## src/common/mdu_macros.svh

```systemverilog
`ifndef MDU_MACROS_SVH
`define MDU_MACROS_SVH

// **************************************************
// widths
// **************************************************

// full data width of the core
`define MDU_XLEN 64

// width of the *w operations
`define MDU_WLEN 32

// **************************************************
// engine iteration counts
// **************************************************

// one bit per cycle over the whole operand
`define MDU_ITERS_D 64
// word forms only need the low half
`define MDU_ITERS_W 32

`endif

```

## src/common/mdu_pkg.sv

```systemverilog
`default_nettype none

`include "mdu_macros.svh"

package mdu_pkg;

	// op codes, same values as funct3 of the M extension
	typedef enum logic [2:0] {
		OP_MUL    = 3'b000,
		OP_MULH   = 3'b001,
		OP_MULHSU = 3'b010,
		OP_MULHU  = 3'b011,
		OP_DIV    = 3'b100,
		OP_DIVU   = 3'b101,
		OP_REM    = 3'b110,
		OP_REMU   = 3'b111
	} mdu_op_e;

	// request from the core, valid with start
	typedef struct packed {
		mdu_op_e              op;
		logic                 word;
		logic [`MDU_XLEN-1:0] src_a;
		logic [`MDU_XLEN-1:0] src_b;
	} mdu_req_t;

	// prepared job, shared by both engines and result
	typedef struct packed {
		mdu_op_e              op;
		logic                 word;
		logic [`MDU_XLEN-1:0] mag_a;
		logic [`MDU_XLEN-1:0] mag_b;
		// negate product or quotient
		logic                 neg_res;
		// remainder takes the dividend sign
		logic                 neg_rem;
		logic                 div_zero;
		logic                 overflow;
		// extended rs1, needed by the special cases
		logic [`MDU_XLEN-1:0] dividend;
	} mdu_job_t;

	// product view
	typedef struct packed {
		logic [`MDU_XLEN-1:0] hi;
		logic [`MDU_XLEN-1:0] lo;
	} mdu_prod_t;

	// division view
	typedef struct packed {
		logic [`MDU_XLEN-1:0] quotient;
		logic [`MDU_XLEN-1:0] remainder;
	} mdu_quo_t;

	// raw unsigned engine output, 128 bits either way
	typedef union packed {
		mdu_prod_t prod;
		mdu_quo_t  quo;
	} mdu_raw_u;

endpackage

`default_nettype wire

```

## src/mdu/mdu_decode.sv

```systemverilog
`timescale 1ns/1ps
`default_nettype none

`include "mdu_macros.svh"

module mdu_decode (
	input  logic              clk,
	input  logic              rst,
	input  logic              start,
	input  logic              flush,
	input  mdu_pkg::mdu_req_t req,
	input  logic              done,
	output logic              busy,
	output logic              mul_go,
	output logic              div_go,
	output mdu_pkg::mdu_job_t job
);

	logic                 accept;
	logic                 is_div;
	logic                 a_signed;
	logic                 b_signed;
	logic                 word_eff;
	logic                 neg_a;
	logic                 neg_b;
	logic [`MDU_XLEN-1:0] a_ext;
	logic [`MDU_XLEN-1:0] b_ext;
	logic [`MDU_XLEN-1:0] min_neg;
	mdu_pkg::mdu_job_t    job_next;

	// start during busy or flush is dropped
	assign accept = start & ~busy & ~flush;
	assign is_div = req.op[2];

	// mulhsu: only rs1 signed
	assign a_signed = req.op inside {mdu_pkg::OP_MUL, mdu_pkg::OP_MULH, mdu_pkg::OP_MULHSU,
		mdu_pkg::OP_DIV, mdu_pkg::OP_REM};
	assign b_signed = req.op inside {mdu_pkg::OP_MUL, mdu_pkg::OP_MULH,
		mdu_pkg::OP_DIV, mdu_pkg::OP_REM};

	// word mulh variants run as full width
	assign word_eff = req.word & (is_div | (req.op == mdu_pkg::OP_MUL));

	// **************************************************
	// operand extension and magnitudes
	// **************************************************
	always_comb begin
		a_ext = req.src_a;
		b_ext = req.src_b;
		if (word_eff) begin
			a_ext = {{(`MDU_XLEN-`MDU_WLEN){a_signed & req.src_a[`MDU_WLEN-1]}},
				req.src_a[`MDU_WLEN-1:0]};
			b_ext = {{(`MDU_XLEN-`MDU_WLEN){b_signed & req.src_b[`MDU_WLEN-1]}},
				req.src_b[`MDU_WLEN-1:0]};
		end
	end

	assign neg_a = a_signed & a_ext[`MDU_XLEN-1];
	assign neg_b = b_signed & b_ext[`MDU_XLEN-1];

	// most negative value, sign-extended for word forms
	assign min_neg = word_eff ? {{(`MDU_XLEN-`MDU_WLEN+1){1'b1}}, {(`MDU_WLEN-1){1'b0}}}
		: {1'b1, {(`MDU_XLEN-1){1'b0}}};

	always_comb begin
		job_next.op       = req.op;
		job_next.word     = word_eff;
		// -min stays min, which reads as 2^63 unsigned
		job_next.mag_a    = neg_a ? -a_ext : a_ext;
		job_next.mag_b    = neg_b ? -b_ext : b_ext;
		job_next.neg_res  = neg_a ^ neg_b;
		job_next.neg_rem  = neg_a;
		job_next.div_zero = is_div & (b_ext == '0);
		job_next.overflow = is_div & b_signed & (a_ext == min_neg) & (b_ext == '1);
		job_next.dividend = a_ext;
	end

	// **************************************************
	// control
	// **************************************************
	always_ff @(posedge clk) begin
		if (rst) begin
			busy   <= 1'b0;
			mul_go <= 1'b0;
			div_go <= 1'b0;
		end else begin
			mul_go <= accept & ~is_div;
			div_go <= accept & is_div;
			if (flush)
				busy <= 1'b0;
			else if (accept)
				busy <= 1'b1;
			else if (done)
				busy <= 1'b0;
		end
	end

	// job payload held until the next accept
	always_ff @(posedge clk) begin
		if (accept)
			job <= job_next;
	end

	// done only ends an accepted operation
	done_in_busy: assert property (@(posedge clk) disable iff (rst) done |-> busy);

endmodule

`default_nettype wire

```

## src/mdu/mdu_shift_mul.sv

```systemverilog
`timescale 1ns/1ps
`default_nettype none

`include "mdu_macros.svh"

module mdu_shift_mul (
	input  logic              clk,
	input  logic              rst,
	input  logic              flush,
	input  logic              go,
	input  mdu_pkg::mdu_job_t job,
	output logic              fin,
	output mdu_pkg::mdu_raw_u raw
);

	logic                     running;
	logic [6:0]               cnt;
	// full 128-bit accumulator and shifted multiplicand
	logic [2*`MDU_XLEN-1:0]   acc;
	logic [2*`MDU_XLEN-1:0]   mcand;
	logic [`MDU_XLEN-1:0]     mplier;

	// **************************************************
	// iteration control
	// **************************************************
	always_ff @(posedge clk) begin
		if (rst) begin
			running <= 1'b0;
			cnt     <= '0;
			fin     <= 1'b0;
		end else begin
			fin <= 1'b0;
			if (flush) begin
				running <= 1'b0;
			end else if (go) begin
				running <= 1'b1;
				cnt     <= job.word ? 7'(`MDU_ITERS_W) : 7'(`MDU_ITERS_D);
			end else if (running) begin
				cnt <= cnt - 7'd1;
				// last bit, product valid with fin
				if (cnt == 7'd1) begin
					running <= 1'b0;
					fin     <= 1'b1;
				end
			end
		end
	end

	// **************************************************
	// datapath, one multiplier bit per cycle
	// **************************************************
	always_ff @(posedge clk) begin
		if (go) begin
			acc    <= '0;
			mcand  <= {{`MDU_XLEN{1'b0}}, job.mag_a};
			mplier <= job.mag_b;
		end else if (running) begin
			if (mplier[0])
				acc <= acc + mcand;
			mcand  <= mcand << 1;
			mplier <= mplier >> 1;
		end
	end

	always_comb begin
		raw.prod.hi = acc[2*`MDU_XLEN-1:`MDU_XLEN];
		raw.prod.lo = acc[`MDU_XLEN-1:0];
	end

	// decode must hold off until the previous job ends
	mul_go_idle: assert property (@(posedge clk) disable iff (rst) go |-> !running);

endmodule

`default_nettype wire

```

## src/mdu/mdu_restoring_div.sv

```systemverilog
`timescale 1ns/1ps
`default_nettype none

`include "mdu_macros.svh"

module mdu_restoring_div (
	input  logic              clk,
	input  logic              rst,
	input  logic              flush,
	input  logic              go,
	input  mdu_pkg::mdu_job_t job,
	output logic              fin,
	output mdu_pkg::mdu_raw_u raw
);

	logic                 running;
	logic [6:0]           cnt;
	// partial remainder, quotient/dividend shift reg, divisor
	logic [`MDU_XLEN-1:0] rem;
	logic [`MDU_XLEN-1:0] quo;
	logic [`MDU_XLEN-1:0] dvsr;
	logic [`MDU_XLEN:0]   r_shift;
	logic                 fits;

	// **************************************************
	// iteration control
	// **************************************************
	always_ff @(posedge clk) begin
		if (rst) begin
			running <= 1'b0;
			cnt     <= '0;
			fin     <= 1'b0;
		end else begin
			fin <= 1'b0;
			if (flush) begin
				running <= 1'b0;
			end else if (go) begin
				running <= 1'b1;
				cnt     <= job.word ? 7'(`MDU_ITERS_W) : 7'(`MDU_ITERS_D);
			end else if (running) begin
				cnt <= cnt - 7'd1;
				if (cnt == 7'd1) begin
					running <= 1'b0;
					fin     <= 1'b1;
				end
			end
		end
	end

	// **************************************************
	// restoring step
	// **************************************************

	// next dividend bit enters from the top of quo
	assign r_shift = {rem, quo[`MDU_XLEN-1]};
	assign fits    = r_shift >= {1'b0, dvsr};

	always_ff @(posedge clk) begin
		if (go) begin
			rem  <= '0;
			dvsr <= job.mag_b;
			// word dividend left-aligned, 32 steps drain it
			if (job.word)
				quo <= {job.mag_a[`MDU_WLEN-1:0], {(`MDU_XLEN-`MDU_WLEN){1'b0}}};
			else
				quo <= job.mag_a;
		end else if (running) begin
			// zero divisor always fits, so quotient fills with ones
			if (fits)
				rem <= `MDU_XLEN'(r_shift - {1'b0, dvsr});
			else
				rem <= r_shift[`MDU_XLEN-1:0];
			quo <= {quo[`MDU_XLEN-2:0], fits};
		end
	end

	always_comb begin
		raw.quo.quotient  = quo;
		raw.quo.remainder = rem;
	end

	div_go_idle: assert property (@(posedge clk) disable iff (rst) go |-> !running);

endmodule

`default_nettype wire

```

## src/mdu/mdu_result.sv

```systemverilog
`timescale 1ns/1ps
`default_nettype none

`include "mdu_macros.svh"

module mdu_result (
	input  logic                 clk,
	input  logic                 rst,
	input  logic                 flush,
	input  logic                 mul_go,
	input  logic                 div_go,
	input  logic                 mul_fin,
	input  logic                 div_fin,
	input  mdu_pkg::mdu_job_t    job,
	input  mdu_pkg::mdu_raw_u    mul_raw,
	input  mdu_pkg::mdu_raw_u    div_raw,
	output logic                 done,
	output logic [`MDU_XLEN-1:0] result
);

	mdu_pkg::mdu_job_t      job_q;
	logic [2*`MDU_XLEN-1:0] prod_s;
	logic [`MDU_XLEN-1:0]   quo_s;
	logic [`MDU_XLEN-1:0]   rem_s;
	logic [`MDU_XLEN-1:0]   val;
	logic [`MDU_XLEN-1:0]   val_ext;

	// job copy for the whole run
	always_ff @(posedge clk) begin
		if (mul_go | div_go)
			job_q <= job;
	end

	// **************************************************
	// sign correction
	// **************************************************

	// whole 128-bit product negated, so hi half is right too
	assign prod_s = job_q.neg_res ? -{mul_raw.prod.hi, mul_raw.prod.lo}
		: {mul_raw.prod.hi, mul_raw.prod.lo};
	assign quo_s  = job_q.neg_res ? -div_raw.quo.quotient : div_raw.quo.quotient;
	assign rem_s  = job_q.neg_rem ? -div_raw.quo.remainder : div_raw.quo.remainder;

	// half select and special cases
	always_comb begin
		case (job_q.op)
			mdu_pkg::OP_MUL:
				val = prod_s[`MDU_XLEN-1:0];
			mdu_pkg::OP_MULH, mdu_pkg::OP_MULHSU, mdu_pkg::OP_MULHU:
				val = prod_s[2*`MDU_XLEN-1:`MDU_XLEN];
			mdu_pkg::OP_DIV, mdu_pkg::OP_DIVU:
				if (job_q.div_zero)
					val = '1;
				else if (job_q.overflow)
					val = job_q.dividend;
				else
					val = quo_s;
			default:
				// rem, remu
				if (job_q.div_zero)
					val = job_q.dividend;
				else if (job_q.overflow)
					val = '0;
				else
					val = rem_s;
		endcase
	end

	// word results sign-extended from bit 31
	assign val_ext = job_q.word ? {{(`MDU_XLEN-`MDU_WLEN){val[`MDU_WLEN-1]}},
		val[`MDU_WLEN-1:0]} : val;

	// **************************************************
	// output registers
	// **************************************************
	always_ff @(posedge clk) begin
		if (rst)
			done <= 1'b0;
		else
			done <= (mul_fin | div_fin) & ~flush;
	end

	// result held until the next done
	always_ff @(posedge clk) begin
		if ((mul_fin | div_fin) & ~flush)
			result <= val_ext;
	end

	done_pulse: assert property (@(posedge clk) disable iff (rst) done |=> !done);

endmodule

`default_nettype wire

```

## src/rtl/npc_mdu.sv

```systemverilog
`timescale 1ns/1ps
`default_nettype none

`include "mdu_macros.svh"

module npc_mdu (
	input  logic                 clk,
	input  logic                 rst,
	input  logic                 start,
	input  logic                 flush,
	input  mdu_pkg::mdu_req_t    req,
	output logic                 busy,
	output logic                 done,
	output logic [`MDU_XLEN-1:0] result
);

	mdu_pkg::mdu_job_t job;
	logic              mul_go;
	logic              div_go;
	logic              mul_fin;
	logic              div_fin;
	mdu_pkg::mdu_raw_u mul_raw;
	mdu_pkg::mdu_raw_u div_raw;

	// **************************************************
	// decode, starts one engine per op
	// **************************************************
	mdu_decode i_decode (
		.clk    (clk),
		.rst    (rst),
		.start  (start),
		.flush  (flush),
		.req    (req),
		.done   (done),
		.busy   (busy),
		.mul_go (mul_go),
		.div_go (div_go),
		.job    (job)
	);

	// engines
	mdu_shift_mul i_mul (
		.clk   (clk),
		.rst   (rst),
		.flush (flush),
		.go    (mul_go),
		.job   (job),
		.fin   (mul_fin),
		.raw   (mul_raw)
	);

	mdu_restoring_div i_div (
		.clk   (clk),
		.rst   (rst),
		.flush (flush),
		.go    (div_go),
		.job   (job),
		.fin   (div_fin),
		.raw   (div_raw)
	);

	// sign fix, special values, done
	mdu_result i_result (
		.clk     (clk),
		.rst     (rst),
		.flush   (flush),
		.mul_go  (mul_go),
		.div_go  (div_go),
		.mul_fin (mul_fin),
		.div_fin (div_fin),
		.job     (job),
		.mul_raw (mul_raw),
		.div_raw (div_raw),
		.done    (done),
		.result  (result)
	);

endmodule

`default_nettype wire

```

## config.mk

```make
export PLATFORM = sky130hd
export DESIGN_NAME = npc_mdu
export DESIGN_NICKNAME = d
export VERILOG_FILES = /design/src/common/mdu_pkg.sv /design/src/mdu/mdu_decode.sv /design/src/mdu/mdu_shift_mul.sv /design/src/mdu/mdu_restoring_div.sv /design/src/mdu/mdu_result.sv /design/src/rtl/npc_mdu.sv
export VERILOG_INCLUDE_DIRS = /design/src /design/src/common
export SDC_FILE = /design/constraint.sdc
export NUM_CORES = 2
export LEC_CHECK = 0
export BUFFER_PORTS_ARGS = -buffer_cell sky130_fd_sc_hd__buf_2
export CORE_UTILIZATION = 57
export DETAILED_ROUTE_END_ITERATION = 12
export PLACE_DENSITY = 0.77
export SLEW_MARGIN = 10
export SYNTH_ARGS = -nofsm -noshare
export SYNTH_HDL_FRONTEND = slang
export SYNTH_HIERARCHICAL = 1
export SYNTH_SLANG_ARGS = --single-unit
```

## constraint.sdc

```tcl
create_clock -name clk -period 10.7 [get_ports clk]
set_input_delay 2.14 -clock clk [delete_from_list [all_inputs] [get_ports clk]]
set_output_delay 2.14 -clock clk [all_outputs]
set_load 0.01 [all_outputs]
```

==> metrics.txt <==
status complete, no violations; drt via density 7.012; Routed Antenna Nets 0; Place WS about 5600 ps; Critical Path RT between 10000 and 15000 ps; Clock Tree Buf Depth 3; vias in the first global route 48434; Final nets approximately 6600; Synth Area in Simple Gates 0.1748; placed insts roughly 7400; I/O pin cnt 202; P_leak 22.82 nW; HP Class reg -> reg; Congestion Overflow GR 0; Max IR drop VDD 163.3 uV; TritonCTS clock tree built; largest family of logic cells by synthesized area compound AO/OA/AOI/OAI gates; RR Startpoint i_div/rem[7]; Placeable Area slightly below 100000 sq um; Worst Setup EP i_div/rem[58]; Starting Density 0.5764; crit path launch i_div/rem[7]; syn_area_per_cell 9.182 sq um; RSZ-0062 raised after global routing false; final WL between 200 and 250 mm; Net Count, Synth 6536; die area 101100 sq um; Synth Area in Compound Gates 0.2105; Yosys cell types 121; Reg2Reg Depth 14; Max-Cap Viols 0; clock-pin slew on the worst setup and hold paths 70 ps; final hold vios 0; number of DRC markers in iteration 0 8019; footprint of the multi-input gates 31660 sq um; synth top area cells edfxtp_1 (31%), dfxtp_1 (9.8%), a21oi_1 (4.9%), ha_1 (4.4%), xnor2_1 (4.3%); Post-CTS Resized 0; H-tree depth 3; Critical Path Start Type flip-flop; Adder-Cell Fraction of Synth Area 0.04490; overall global routing resource usage 0.4352; Post-DP HPWL 173.7 mm; drt first pass iters 9; critical path fanouts, max 64; post-DR wirelength/cell 29.91 microns; Critical-path top delay cell buf_4; Post-synth EDFFs 591; cts hold-fix bufs 0; Post-CTS Setup Bufs 0; Critical Path AT 5430 ps; Fillers ~8300; final core utilization 0.6280; Final Setup Violations 0; Layout area overhead 8.950%; Horiz. Die Dim 318.0 microns; Mapped Cells 6197; RR Endpoint i_div/rem[58]; I/O Buffers 201; Final Power 9.512 mW; Worst R2R Setup Slack between 5000 and 6000 ps; post-synth top area share 0.3119; Max-slew headroom 0.1350; Syn Std Cell Area roughly 57000 sq um; mux cell area share after synthesis 0.05025; crit end category flip-flop; post-synthesis xor/xnor area fraction 0.07404; final worst-path cycle share 0.4557; setup_tns 0 ps; Reg area 23320 sq um; Synth Flop Type edfxtp_1; first-pass GRT wire length 327.2 mm; Root Buffer clkbuf_16; async set or reset register ratio after synthesis 0; CP most frequent cell buf_4; clk sinks between 800 and 900; WS Path Type reg -> reg; crit-path max cell delay approximately 600 ps; Clock Skews between 60 and 70 ps; share of cells above drive strength 1 0.1100; Worst-Margin Slew 1294 ps; row count between 100 and 150; largest net degree at the start of global routing 163; dominant cell type by area after synthesis edfxtp_1; Final GP Congestion 1.072; total vias in the final route between 50000 and 60000; clk_lat worst skew 750 ps; number of antenna violations at the first check in global routing 13; drt drc 0; synthesized flop and latch total a little under 900; Period minus WS final 4876 ps; final setup margin about 5800 ps; fmax 0.2051 GHz; Die Span Y between 300 and 400 microns; post-synthesis sequential area ratio 0.4097; cells along the critical path ha_1 -> a21oi_1 -> o21ai_1 -> nor2_1 -> o2111ai_1 -> a221o_1 -> o21ai_2 -> o221ai_2 -> a41oi_4 -> buf_4 -> buf_4 -> mux2_1 -> mux2i_1 -> nor3_1; Max Slew Vio Count 0; CTS buffer count 94; fin cells 7581; PwrDens 153.4 nW/um^2; synth warn 6
[kinds of logic (layout without fill, tap and decap cells)]
kind of cell / after synthesis / count (layout)
XOR/XNOR: 481 / 481
buffers and inverters: 522 / 615
other: 0 / 4
AND/OR/NAND/NOR: 2025 / 2025
flip-flops: 869 / 869
adder cells (fa/ha/maj): 203 / 203
AO/OA/AOI/OAI: 1829 / 1829
multiplexers: 268 / 268
[metrics by stage]
step	instance area, sq um	hold WS [ps]
detailed placement	58790	404.5
global placement	58780	401.3
floorplan	56900	400.3
finish	61990	404.2
CTS	61980	405.6
global route	61980	423.6
[report_power, final]
part           leakage (nW)  internal, mW  switching [mW]
Clock                  1.54          1.91            1.49
Combinational          13.6         0.702            1.38
Sequential             7.69          3.76           0.261
Total                  22.8          6.38            3.13
[cells in the mapped netlist, types with 28 or more instances]
| cell type | number |
|---|---|
| clkbuf_1 | 277 |
| buf_1 | 28 |
| o211ai_1 | 39 |
| nor3_1 | 138 |
| nand2_1 | 633 |
| nand2b_1 | 43 |
| o221ai_1 | 32 |
| a211oi_1 | 54 |
| xnor2_1 | 281 |
| buf_2 | 35 |
| nand3_1 | 107 |
| o21a_1 | 32 |
| inv_1 | 170 |
| a21oi_1 | 557 |
| xor2_1 | 200 |
| ha_1 | 201 |
| o31ai_1 | 102 |
| nor2_1 | 511 |
| a22o_1 | 45 |
| dfxtp_1 | 278 |
| nand4_1 | 129 |
| o21ai_0 | 346 |
| mux2_2 | 137 |
| edfxtp_1 | 591 |
| or4_1 | 65 |
| o21bai_1 | 63 |
| a221oi_1 | 56 |
| nor2b_1 | 29 |
| or3_1 | 85 |
| a31oi_1 | 68 |
| mux2i_1 | 127 |
| or2_2 | 34 |
| a21o_1 | 98 |
| o41ai_1 | 46 |
| nor4_1 | 104 |
| o21ai_1 | 63 |
[flip-flops by register name (all words and copies together), names as in the netlist]
register,flops
i_mul/running,1
i_mul/fin,1
i_div/rem,64
i_mul/mplier,64
i_div/cnt,7
i_mul/raw,128
i_result/job_q,72
i_div/running,1
i_div/quo,64
i_mul/mcand,128
i_result/result,64
i_div/dvsr,64
i_mul/cnt,7
i_decode/job,199
i_decode/busy,1
i_div/fin,1
i_decode/div_go,1
i_result/done,1
i_decode/mul_go,1
[cell type report]
cell class,instances,area share
diodes,4,0.0001615
clock buffers,115,0.04123
clock inverters,57,0.01021
inverters,172,0.01041
multi-input cells,4806,0.5106
flip-flops and latches,869,0.3763
well taps,1287,0.02598
repair buffers,271,0.02511
[worst min path at each step]
stage                            startpoint             endpoint  cells after the start
final                      i_decode/job[31]   i_result/job_q[31]                      0
after global routing       i_decode/job[66]   i_result/job_q[66]                      0
after CTS                  i_decode/job[31]   i_result/job_q[31]                      0
after detailed placement  i_decode/job[199]  i_result/job_q[199]                      0
after global placement     i_decode/job[25]   i_result/job_q[25]                      0
after floorplan            i_decode/job[10]   i_result/job_q[10]                      0
[per-layer routing]
layer,up-vias,track usage,share of wire
met2,3772,0.6222,0.41
met5,-,0,0.00064
met4,20,0.2189,0.062
li1,23291,-,-
met3,656,0.1376,0.14
met1,25419,0.5909,0.39
[placed cells by master (no fill, tap or decap), types with 19 or more instances in the layout]
cell	n
xor2_1	200
inv_1	169
clkbuf_16	98
o31ai_1	102
ha_1	201
o21ai_0	346
o221ai_1	32
o21bai_1	63
nor2_1	502
or3_1	85
nand3_1	107
a21o_1	98
mux2_2	137
nand4_1	129
a31oi_1	68
nand2_1	632
a221oi_1	56
a211oi_1	54
o41ai_1	46
xnor2_1	281
o211ai_1	39
buf_2	201
o22ai_1	21
nand2b_1	42
and3_1	22
or4_1	65
dfxtp_1	274
o21a_1	32
and2_1	19
nor3_1	138
edfxtp_1	591
nor4_1	101
a21oi_1	556
buf_4	68
nor2b_1	28
or2_2	32
nand3b_1	22
o21ai_1	63
mux2i_1	127
a22o_1	45
[critical path, delay by kind of cell (launching register included)]
family | cells | cell delay, ps
AO/OA/AOI/OAI | 7 | 1870
buffers and inverters | 2 | 1140
flip-flops | 1 | 510
multiplexers | 2 | 500
adder cells (fa/ha/maj) | 1 | 360
AND/OR/NAND/NOR | 2 | 310
Note: power is estimated with default switching activity, not from simulation.
